$ cat src/logic/gpio_lite_pkg.sv
`default_nettype none

package gpio_lite_pkg;

  // --------------------
  // widths
  // --------------------
  localparam int gpio_width      = 16;  // pins
  localparam int gpio_addr_width = 6;   // register address bits

  typedef logic [gpio_width-1:0]      gpio_vec_t;   // one bit per pin
  typedef logic [gpio_addr_width-1:0] gpio_addr_t;  // register offset

  // --------------------
  // register offsets
  // --------------------
  localparam gpio_addr_t gpr_direction_mode = 6'h04;  // 1 = input, 0 = output
  localparam gpio_addr_t gpr_output_enable  = 6'h08;  // per pin drive enable
  localparam gpio_addr_t gpr_output_value   = 6'h0C;  // value driven on pin_out
  localparam gpio_addr_t gpr_input_value    = 6'h10;  // synchronized pins, ro
  localparam gpio_addr_t gpr_int_status     = 6'h20;  // sticky rise flags, read clears

  // --------------------
  // reset values
  // --------------------
  // all pins come up as outputs with drivers off
  localparam gpio_vec_t gprv_direction_mode = 16'h0000;
  localparam gpio_vec_t gprv_output_enable  = 16'h0000;  // tri-stated
  localparam gpio_vec_t gprv_output_value   = 16'h0000;
  localparam gpio_vec_t gprv_input_value    = 16'h0000;  // reads zero until pins settle
  localparam gpio_vec_t gprv_int_status     = 16'h0000;  // nothing pending

endpackage

`default_nettype wire

$ cat src/logic/gpio_bus_if.sv
`default_nettype none

// register bus between the APB decoder and the register block
interface gpio_bus_if;

  import gpio_lite_pkg::*;

  logic       read;   // one cycle pulse
  logic       write;  // one cycle pulse
  gpio_addr_t addr;   // register offset
  gpio_vec_t  wdata;  // write data
  gpio_vec_t  rdata;  // registered, zero when no read

  // decoder side
  modport master (
    output read,
    output write,
    output addr,
    output wdata,
    input  rdata
  );

  // register block side
  modport slave (
    input  read,
    input  write,
    input  addr,
    input  wdata,
    output rdata
  );

endinterface

`default_nettype wire

$ cat src/logic/gpio_apb_decoder.sv
`default_nettype none

module gpio_apb_decoder (
  input  wire logic                     pclk20,
  input  wire logic                     n_reset20,  // async, active low
  input  wire logic                     psel,
  input  wire logic                     penable,
  input  wire logic                     pwrite,
  input  wire gpio_lite_pkg::gpio_addr_t paddr,
  input  wire gpio_lite_pkg::gpio_vec_t  pwdata,
  output      gpio_lite_pkg::gpio_vec_t  prdata,
  gpio_bus_if.master                    bus
);

  logic setup_q;  // setup phase seen on the last edge

  // --------------------
  // phase tracking
  // --------------------
  // an access phase only counts when it directly follows a setup phase,
  // so penable held high across cycles gives one write and no more
  always_ff @(posedge pclk20 or negedge n_reset20)
  begin
    if (!n_reset20)
      setup_q <= 1'b0;
    else
      setup_q <= psel & ~penable;
  end

  // --------------------
  // strobes
  // --------------------
  // read in setup so the registered rdata lands in the access phase
  assign bus.read  = psel & ~penable & ~pwrite;
  // write in access, register updates at its closing edge
  assign bus.write = psel & penable & pwrite & setup_q;

  assign bus.addr  = paddr;   // stable for the whole transfer
  assign bus.wdata = pwdata;
  assign prdata    = bus.rdata;  // already zero outside a read

  // --------------------
  // checks
  // --------------------
  // master protocol, access phase never without select
  a_penable_needs_psel : assert property (
    @(posedge pclk20) disable iff (!n_reset20)
    penable |-> psel
  );

endmodule

`default_nettype wire

$ cat src/logic/gpio_pin_sync.sv
`default_nettype none

module gpio_pin_sync (
  input  wire logic                    pclk20,
  input  wire logic                    n_reset20,  // async, active low
  input  wire gpio_lite_pkg::gpio_vec_t pin_in,     // asynchronous pins
  output      gpio_lite_pkg::gpio_vec_t synced,     // second flop of the chain
  output      gpio_lite_pkg::gpio_vec_t previous    // one sample behind synced
);

  import gpio_lite_pkg::*;

  gpio_vec_t stage_one;  // first flop, may go metastable

  // --------------------
  // sync chain
  // --------------------
  always_ff @(posedge pclk20 or negedge n_reset20)
  begin
    if (!n_reset20)
    begin
      stage_one <= '0;
      synced    <= '0;
      previous  <= gprv_input_value;  // doubles as the input value register
    end
    else
    begin
      stage_one <= pin_in;
      synced    <= stage_one;  // safe to use from here on
      previous  <= synced;     // edge detect reference
    end
  end

  // --------------------
  // checks
  // --------------------
  // pins must be driven once out of reset, else the status logic
  // downstream picks up x on the edge detect
  a_no_x_out : assert property (
    @(posedge pclk20) disable iff (!n_reset20)
    !$isunknown({synced, previous})
  );

endmodule

`default_nettype wire

$ cat src/logic/gpio_lite_subunit.sv
`default_nettype none

module gpio_lite_subunit (
  input  wire logic                    pclk20,
  input  wire logic                    n_reset20,      // async, active low
  gpio_bus_if.slave                    bus,
  input  wire gpio_lite_pkg::gpio_vec_t synced,         // current pin sample
  input  wire gpio_lite_pkg::gpio_vec_t previous,       // last pin sample
  input  wire gpio_lite_pkg::gpio_vec_t test_tristate,  // dft, 1 forces oe off
  output      gpio_lite_pkg::gpio_vec_t interrupt,      // one line per pin
  output      gpio_lite_pkg::gpio_vec_t pin_out,
  output      gpio_lite_pkg::gpio_vec_t pin_oe_n        // active low enable
);

  import gpio_lite_pkg::*;

  // programmable registers
  gpio_vec_t direction_mode;  // 1 = input, 0 = output
  gpio_vec_t output_enable;
  gpio_vec_t output_value;
  gpio_vec_t int_status;      // sticky

  gpio_vec_t input_value;     // read back view of the pins
  gpio_vec_t int_event;       // rising edge on an input pin
  gpio_vec_t status_clear;    // whole register on status read

  // address decodes
  logic ad_direction_mode;
  logic ad_output_enable;
  logic ad_output_value;
  logic ad_int_status;

  assign ad_direction_mode = (bus.addr == gpr_direction_mode);
  assign ad_output_enable  = (bus.addr == gpr_output_enable);
  assign ad_output_value   = (bus.addr == gpr_output_value);
  assign ad_int_status     = (bus.addr == gpr_int_status);

  // --------------------
  // register writes
  // --------------------
  always_ff @(posedge pclk20 or negedge n_reset20)
  begin
    if (!n_reset20)
    begin
      direction_mode <= gprv_direction_mode;
      output_enable  <= gprv_output_enable;
      output_value   <= gprv_output_value;
    end
    else if (bus.write)
    begin
      if (ad_direction_mode)
        direction_mode <= bus.wdata;
      if (ad_output_enable)
        output_enable <= bus.wdata;
      if (ad_output_value)
        output_value <= bus.wdata;
      // input value and status ignore writes
    end
  end

  // --------------------
  // interrupts
  // --------------------
  assign input_value = previous;  // third sync stage is the register

  // low to high between samples, input pins only
  assign int_event = synced & ~previous & direction_mode;

  assign status_clear = {gpio_width{bus.read & ad_int_status}};

  always_ff @(posedge pclk20 or negedge n_reset20)
  begin
    if (!n_reset20)
      int_status <= gprv_int_status;
    else
      int_status <= (int_status & ~status_clear)  // read to clear
                  | int_event;                     // new event wins
  end

  assign interrupt = int_status;

  // --------------------
  // read mux
  // --------------------
  // rdata sampled on the read pulse, so the status value returned is
  // the one from before the clear takes effect
  always_ff @(posedge pclk20 or negedge n_reset20)
  begin
    if (!n_reset20)
      bus.rdata <= '0;
    else if (bus.read)
    begin
      case (bus.addr)
        gpr_direction_mode : bus.rdata <= direction_mode;
        gpr_output_enable  : bus.rdata <= output_enable;
        gpr_output_value   : bus.rdata <= output_value;
        gpr_int_status     : bus.rdata <= int_status;
        default            : bus.rdata <= input_value;  // incl. unmapped
      endcase
    end
    else
      bus.rdata <= '0;  // zero outside a read
  end

  // --------------------
  // pin drivers
  // --------------------
  assign pin_out = output_value;

  // drive only output pins with enable set, and not in test
  assign pin_oe_n = ~(output_enable & ~direction_mode) | test_tristate;

  // decoder must never overlap the two strobes
  a_rd_wr_exclusive : assert property (
    @(posedge pclk20) disable iff (!n_reset20)
    !(bus.read && bus.write)
  );

endmodule

`default_nettype wire

$ cat src/logic/gpio_lite_top.sv
`default_nettype none

module gpio_lite_top (
  input  wire logic                     pclk20,
  input  wire logic                     n_reset20,      // async, active low

  // apb
  input  wire logic                     psel,
  input  wire logic                     penable,
  input  wire logic                     pwrite,
  input  wire gpio_lite_pkg::gpio_addr_t paddr,
  input  wire gpio_lite_pkg::gpio_vec_t  pwdata,
  output      gpio_lite_pkg::gpio_vec_t  prdata,

  // pins
  input  wire gpio_lite_pkg::gpio_vec_t  pin_in,
  output      gpio_lite_pkg::gpio_vec_t  pin_out,
  output      gpio_lite_pkg::gpio_vec_t  pin_oe_n,

  // dft and interrupts
  input  wire gpio_lite_pkg::gpio_vec_t  test_tristate,
  output      gpio_lite_pkg::gpio_vec_t  interrupt
);

  import gpio_lite_pkg::*;

  gpio_vec_t synced;    // pin sample after sync chain
  gpio_vec_t previous;  // one cycle older

  gpio_bus_if bus0 ();  // decoder to register block

  gpio_apb_decoder u_decoder (
    .pclk20    (pclk20),
    .n_reset20 (n_reset20),
    .psel      (psel),
    .penable   (penable),
    .pwrite    (pwrite),
    .paddr     (paddr),
    .pwdata    (pwdata),
    .prdata    (prdata),
    .bus       (bus0.master)
  );

  gpio_pin_sync u_pin_sync (
    .pclk20    (pclk20),
    .n_reset20 (n_reset20),
    .pin_in    (pin_in),
    .synced    (synced),
    .previous  (previous)
  );

  gpio_lite_subunit u_subunit (
    .pclk20        (pclk20),
    .n_reset20     (n_reset20),
    .bus           (bus0.slave),
    .synced        (synced),
    .previous      (previous),
    .test_tristate (test_tristate),
    .interrupt     (interrupt),
    .pin_out       (pin_out),
    .pin_oe_n      (pin_oe_n)
  );

endmodule

`default_nettype wire

$ cat config.mk
export PLATFORM = sky130hd
export DESIGN_NAME = gpio_lite_top
export DESIGN_NICKNAME = d
export VERILOG_FILES = /design/src/logic/gpio_lite_pkg.sv /design/src/logic/gpio_bus_if.sv /design/src/logic/gpio_apb_decoder.sv /design/src/logic/gpio_pin_sync.sv /design/src/logic/gpio_lite_subunit.sv /design/src/logic/gpio_lite_top.sv
export SDC_FILE = /design/constraint.sdc
export NUM_CORES = 1
export LEC_CHECK = 0
export ABC_AREA = 1
export BUFFER_PORTS_ARGS = -buffer_cell sky130_fd_sc_hd__buf_4
export CORE_UTILIZATION = 36
export DETAILED_ROUTE_END_ITERATION = 8
export SLEW_MARGIN = 0
export SYNTH_ARGS = -nofsm -noshare
export SYNTH_HDL_FRONTEND = slang
export SYNTH_SLANG_ARGS = --single-unit
$ cat constraint.sdc
create_clock -name pclk20 -period 1.3 [get_ports pclk20]
set_input_delay 0.13 -clock pclk20 [delete_from_list [all_inputs] [get_ports pclk20]]
set_output_delay 0.13 -clock pclk20 [all_outputs]
set_load 0.03 [all_outputs]
==> impl_results.md, run 1 <==
* Status: completed
* CP Cell Sequence: inv_1 -> nand3b_1 -> buf_6
* Critical path arrival at 1.14 ns
* Wire per inst at 16.1 um
* Initial antenna violation count at 0
* Crit path max fanout at 2
* CP bufs+invs at 2
* Area added between synthesis and finish at 44.6%
* Total die area at 14900 um2
* Post-synth net total at 592
* Slew Viols, Final at 0
* Most frequent cells in the layout: buf_4 (146), dfrtp_1 (129), nand2_1 (76), o21ai_1 (70), nand4_1 (50)
* Die Span Y at 122 um
* Routed WL at 14.6 mm
* R2R Setup Slk at 0.15 ns
* Port-buffer cells at 122
* Core Footprint at 14000 um2
* # DRC at 0
* Final antenna-violating net count at 0
* Cell Area, Synth at 5200 um2
* IO Pins at 123
* Max Cap Viol at 0
* Fmax at 787 MHz
* Initial Util at 0.372
* # setup viols final at 0
* Routed wl met3 at 823 um
* Worst skew pair latency at 0.42 ns
* Row count at 43
* Num CTS Buffers at 17
* Clock sinks at 129
* Pwr per Cell Area at 1360 nW/um2
* CTS tree: yes
* Hold path start: pwdata[2]
* #FFs+latches synth at 129
* Syn Inst Count at 533
* # diodes at 0
* Reg2reg start: u_decoder.setup_q
* R2R depth at 6
* Leakage at 3.51 nW
* Finished Core Util at 0.538
* Non-Filler Cell Area, Final at 7520 um2
* Number of global-route vias before repair at 4363
* Met2 WL at 6.99 mm
* M1 WL at 6.53 mm
* DR iter-0 viols at 332
* Critical Path Sink Type: output port
* Fin crit period at 1.27 ns
* Placed Area at 6520 um2
* Synth area leader: dfrtp_1
* Slowest-stage cell, CP: dfrtp_1
* Fin Clk Skew at 0.00748 ns
* Total gr overflow at 0
* R2r endpoint: u_subunit.output_enable[10]
* DR vias/cell at 4.96
* Worst Path Required at 1.17 ns
* GP Congestion at 0.856
* RSZ-0062 raised after global routing: true
* H-tree Lvls at 4
* Hold Path Class: input port to flip-flop
* Worst-margin pin slew at 0.415 ns
* Routed via count at 4494
* Syn_area_per_cell at 9.76 um2
* Largest net degree at the start of global routing at 40
* Max-Slew Margin vs Limit at 0.723
* Area contributors post-synth: dfrtp_1 (62%), o21ai_1 (6.4%), nand4_1 (6.0%)
* Cell depth of the worst hold path at 3
* Worst VDD drop at 0.930 mV
* Worst hold endpoint: u_subunit.output_enable[2]
* Final nets at 773
* First-pass GRT wire length at 22.7 mm
* Final setup TNS at 0 ns
* HPWL after DPL at 10.2 mm
* Clk root buf: clkbuf_16
* Final Hold Fails at 0
* CTS clock-pin slew for the worst setup and hold paths at 0.05 ns
* Crit-path max cell delay at 0.39 ns
* Die Wd at 122 um
* Total track usage at 0.205
* Share of layout cells above drive strength 1 at 0.307
* Critical path class: flip-flop to output port
* CP Launch Type: flip-flop
* Top sig layer: met4
* Clock tree buffer depth at 2
* Area share of the largest cell type after synthesis at 0.621
* Post-synth cell types at 19
* Fin crit share at 0.977
* Family with the most delay on the worst path: flip-flops
* Yosys warns at 0
* Leading cell type in the layout, fill and taps excluded: buf_4
* Router iterations before antenna repair at 6
* Seq/Total Area, Yosys at 0.621
## how the worst max path moves through the flow
stage / startpoint / end / slack [ns] / cells past startpoint
finish: u_subunit.direction_mode[0] / pin_oe_n[0] / 0.03 / 3
global route: u_subunit.output_enable[9] / pin_oe_n[9] / -0.02 / 4
CTS: u_subunit.direction_mode[14] / pin_oe_n[14] / 0.002 / 3
detailed placement: paddr[1] / u_subunit.bus.rdata[15] / 0.01 / 8
global placement: paddr[1] / u_subunit.output_enable[3] / 0.06 / 7
floorplan: u_decoder.setup_q / u_subunit.output_enable[1] / 0.23 / 6
## logic make-up after synthesis
logic type / count (synthesis) / share of synthesized area
DFF: 129 / 0.621
AOI/OAI and AO/OA: 107 / 0.111
buffers and inverters: 94 / 0.0763
and+or+nand+nor: 203 / 0.192
## registers in the layout, summed over array words and instances (netlist names)
name / flops
u_pin_sync.stage_one: 16
u_pin_sync.previous: 16
u_pin_sync.synced: 16
u_decoder.setup_q: 1
u_subunit.direction_mode: 16
u_subunit.pin_out: 16
u_subunit.bus.rdata: 16
u_subunit.interrupt: 16
u_subunit.output_enable: 16
## timing repair
item	in CTS	in global routing
pin swaps	0	2
setup buffers	2	9
resized for setup	1	31
endpoints found under the hold margin	61	0
hold buffers	24	0
setup endpoints to repair	2	50
## cell usage after synthesis
library cell	instances
nor2_1	44
o31ai_1	16
nor2_2	2
buf_2	14
nand2_4	1
nand3b_1	5
clkbuf_1	10
nand3_1	18
o21ai_0	24
buf_4	1
nand2_1	76
inv_1	63
dfrtp_1	129
nand4_1	50
o21ai_1	67
buf_6	3
nand3_4	1
nor2_4	6
inv_2	3
## through the flow
step	setup WS, ns	hold WS [ns]	cells	power [mW]
4_1_cts	0.00182	0.00104	897	10.3
3_5_place_dp	0.0143	0.0875	840	5.19
2_1_floorplan	0.228	-0.166	533	4.68
3_3_place_gp	0.0560	0.0945	840	5.17
6_report	0.0296	0.00986	906	10.2
5_1_grt	-0.0194	0.00915	906	10.6
## layer usage
metal  vias to the layer above  track usage
li1                       2144            -
met1                      2167        0.273
met2                       167        0.325
met3                        16       0.0426
met4                         0       0.0877
met5                         -            0
## final cells by class
type,count,area [um2]
clock buffers,22,474
clock inverters,9,154
fillers,1266,6470
inverters,66,248
multi-input cells,310,1580
flip-flops and latches,129,3230
well taps,180,225
repair buffers,190,1610
## worst register-to-register path: cells and delay by family, from the launching register on
kind,cells,cell delay [ns]
and+or+nand+nor,4,0.42
DFF,1,0.33
buffers and inverters,1,0.22
AOI/OAI and AO/OA,1,0.06
## report_power, final
group          total, mW  switching [mW]  internal (mW)
Clock               5.04            1.69           3.35
Sequential          4.28           0.102           4.17
Combinational      0.908           0.521          0.387
Total               10.2            2.31           7.91
No activity file was read; power rests on OpenSTA's default activity.
==> run 2: changes to the inputs <==
CELL_PAD_IN_SITES_DETAIL_PLACEMENT = 1   (was default)
CELL_PAD_IN_SITES_GLOBAL_PLACEMENT = 1   (was default)
CORE_UTILIZATION = 40   (was 36)
PLACE_DENSITY_LB_ADDON = 0.1   (was default)
==> run 2 against run 1 <==
Setup slack worse by 0.019 ns. First-iteration DRC count is 39% lower. Sequential share of layout area is 0.87 points lower. Sequential power hardly changed. Non-clock buffer count is 14 higher. Largest cell class unchanged. Fmax is 1.5% lower. Clock power is 5.2% lower. Global-route usage is 6.9 points higher.
==> impl_results.md, run 2 (synthesis gave the netlist of run 1 again) <==
* Critical path arrival at 1.16 ns (+0.02 ns)
* # DRC at 0 (unchanged)
* Die Wd at 116 um (-5.0%)
* First-pass GRT wire length at 26.9 mm (+19%)
* Routed wl met3 at 761 um (-7.5%)
* Max-Slew Margin vs Limit at 0.676 (-0.0468)
* Status: completed
* Final nets at 787 (+1.8%)
* Hold path start: pwdata[4]
* Die Span Y at 116 um (-5.0%)
* Crit-path max cell delay at 0.40 ns (about the same)
* Leading cell type in the layout, fill and taps excluded: buf_4
* Wire per inst at 18.4 um (+14%)
* Port-buffer cells at 122 (unchanged)
* DR iter-0 viols at 202 (-39%)
* Hold Path Class: input port to flip-flop
* Fin Clk Skew at 0.00553 ns (-0.00195 ns)
* Worst Path Required at 1.17 ns (about the same)
* Power Internal at 7.59 mW (-4.1%)
* Initial antenna violation count at 0 (unchanged)
* Clk root buf: clkbuf_16
* Min Hold Slack at 0.000278 ns (-0.00958 ns)
* Critical path class: flip-flop to output port
* Cell depth of the worst hold path at 3 (unchanged)
* Top sig layer: met4
* Pwr per Cell Area at 1310 nW/um2 (-3.8%)
* CTS tree: yes
* Area added between synthesis and finish at 47.6%
* Family with the most delay on the worst path: flip-flops
* Routed WL at 16.8 mm (+15%)
* Fin crit period at 1.29 ns (+0.0192 ns)
* Clock sinks at 129 (unchanged)
* # setup viols final at 0 (unchanged)
* Leakage at 3.59 nW (+2.2%)
* M1 WL at 7.20 mm (+10%)
* # diodes at 0 (unchanged)
* Clock Power Share at 0.476 (-0.017)
* CP bufs+invs at 2 (unchanged)
* Worst skew pair latency at 0.42 ns (about the same)
* Comb power frac at 0.098 (+0.009)
* CP Launch Type: flip-flop
* Crit path max fanout at 2 (unchanged)
* Crit path depth at 3 (unchanged)
* Final antenna-violating net count at 0 (unchanged)
* Part of the power in registers at 0.426 (+0.008)
* Met2 WL at 8.59 mm (+23%)
* Router iterations before antenna repair at 5 (-1)
* Slowest-stage cell, CP: dfrtp_1
* Max Cap Viol at 0 (unchanged)
* Slew Viols, Final at 0 (unchanged)
* CP Cell Sequence: inv_2 -> nand3b_1 -> buf_6
* Non-Filler Cell Area, Final at 7680 um2 (+2.1%)
* Critical Path Sink Type: output port
* Row count at 41 (-4.7%)
* Final Hold Fails at 0 (unchanged)
* IO Pins at 123 (unchanged)
* R2R depth at 6 (unchanged)
* Fmax at 775 MHz (-1.5%)
* HPWL after DPL at 11.3 mm (+12%)
* Largest net degree at the start of global routing at 29 (-28%)
* Routed via count at 4736 (+5.4%)
* Num CTS Buffers at 17 (unchanged)
* Switching share of total power at 0.245 (+0.0181)
* Reg2reg start: u_decoder.setup_q
* H-tree Lvls at 4 (unchanged)
* Worst-margin pin slew at 0.485 ns (+0.0706 ns)
* Clock tree buffer depth at 2 (unchanged)
* Placed Area at 6620 um2 (+1.6%)
* Switching power at 2.46 mW (+6.1%)
* Total track usage at 0.274 (+0.0687)
* Critical Path Source: u_subunit.direction_mode[10]
* Initial Util at 0.410 (+0.0387)
* Most frequent cells in the layout: buf_4 (154), dfrtp_1 (129), nand2_1 (76), o21ai_1 (67), nand4_1 (50)
* RSZ-0062 raised after global routing: true
* DR vias/cell at 5.19 (+4.6%)
* GP Congestion at 0.788 (-8.0%)
* Fin crit share at 0.992 (+0.0147)
* Fill cell count at 1424 (+12%)
* CTS clock-pin slew for the worst setup and hold paths at 0.06 ns (about the same)
* Total die area at 13500 um2 (-9.8%)
* Share of layout cells above drive strength 1 at 0.335 (+0.0275)
* Total gr overflow at 0 (unchanged)
* Worst VDD drop at 0.835 mV (-10%)
* Number of global-route vias before repair at 5107 (+17%)
* Core Footprint at 12700 um2 (-9.4%)
run 2: cell types whose count changed in the layout (fill, tap and decap cells not counted), sizes merged:
cell         before  now
dlygate4sd3      24   25
clkinv            2    9
clkbuf           22   17
buf             166  179
inv              67   66
clkinvlp          2    3
bufinv            4    3
run 2: power by group through the flow:
stage                     logic (mW)  registers, mW  clock network, mW
final                          0.981           4.28               4.78
after floorplan                0.243           4.44                  0
after CTS                      0.971           4.28               4.82
after global routing            1.06           4.29               5.03
after detailed placement       0.895           4.35                  0
after global placement         0.866           4.34                  0
run 2: area by class of cell:
class | instances | area, um2 | share of cell area
Tap cell | 172 | 215 | 0.0280
Clock inverter | 15 | 169 | 0.0220
Multi-Input combinational cell | 310 | 1600 | 0.208
Clock buffer | 17 | 425 | 0.0554
Inverter | 66 | 248 | 0.0323
Timing Repair Buffer | 204 | 1790 | 0.234
Sequential cell | 129 | 3230 | 0.421
run 2: what timing repair did:
action | 4_1_cts | 5_1_grt
hold buffers | 25 | 0
resized for setup | 13 | 25
endpoints found under the setup margin | 31 | 26
hold endpoints to repair | 50 | 0
buffers inserted | 5 | 14
pin swaps | 2 | 7
run 2: per-stage QoR:
step,std cells,setup WS [ns],util,setup TNS (ns),total power [mW]
6_report,913,0.0104,0.606,0,10.0
5_1_grt,913,-0.0640,0.606,-0.335,10.4
4_1_cts,899,-0.00221,0.594,-0.00221,10.1
3_3_place_gp,837,0.0244,0.522,0,5.21
3_5_place_dp,837,-0.0786,0.522,-1.62,5.24
2_1_floorplan,533,0.228,-,0,4.68
run 2: final timing paths:
check                           slack, ns                          to
worst max-delay path                 0.01                pin_oe_n[10]
worst min-delay path               0.0003        u_subunit.pin_out[4]
worst max register to register       0.05  u_subunit.output_enable[8]
worst min register to register       0.35        u_pin_sync.synced[5]
max in group asynchronous            0.58     u_subunit.interrupt[13]
min in group asynchronous            0.21        u_pin_sync.synced[0]
run 2: tightest hold or removal path, cell delays in order:
cell,delay (ns)
buf_4,0.08
inv_1,0.05
o21ai_1,0.12
run 2: layer usage:
| layer | up-vias | global-route usage |
|---|---|---|
| met2 | 142 | 0.462 |
| met3 | 23 | 0.0518 |
| met1 | 2388 | 0.348 |
| met5 | - | 0 |
| met4 | 0 | 0.110 |
| li1 | 2183 | - |
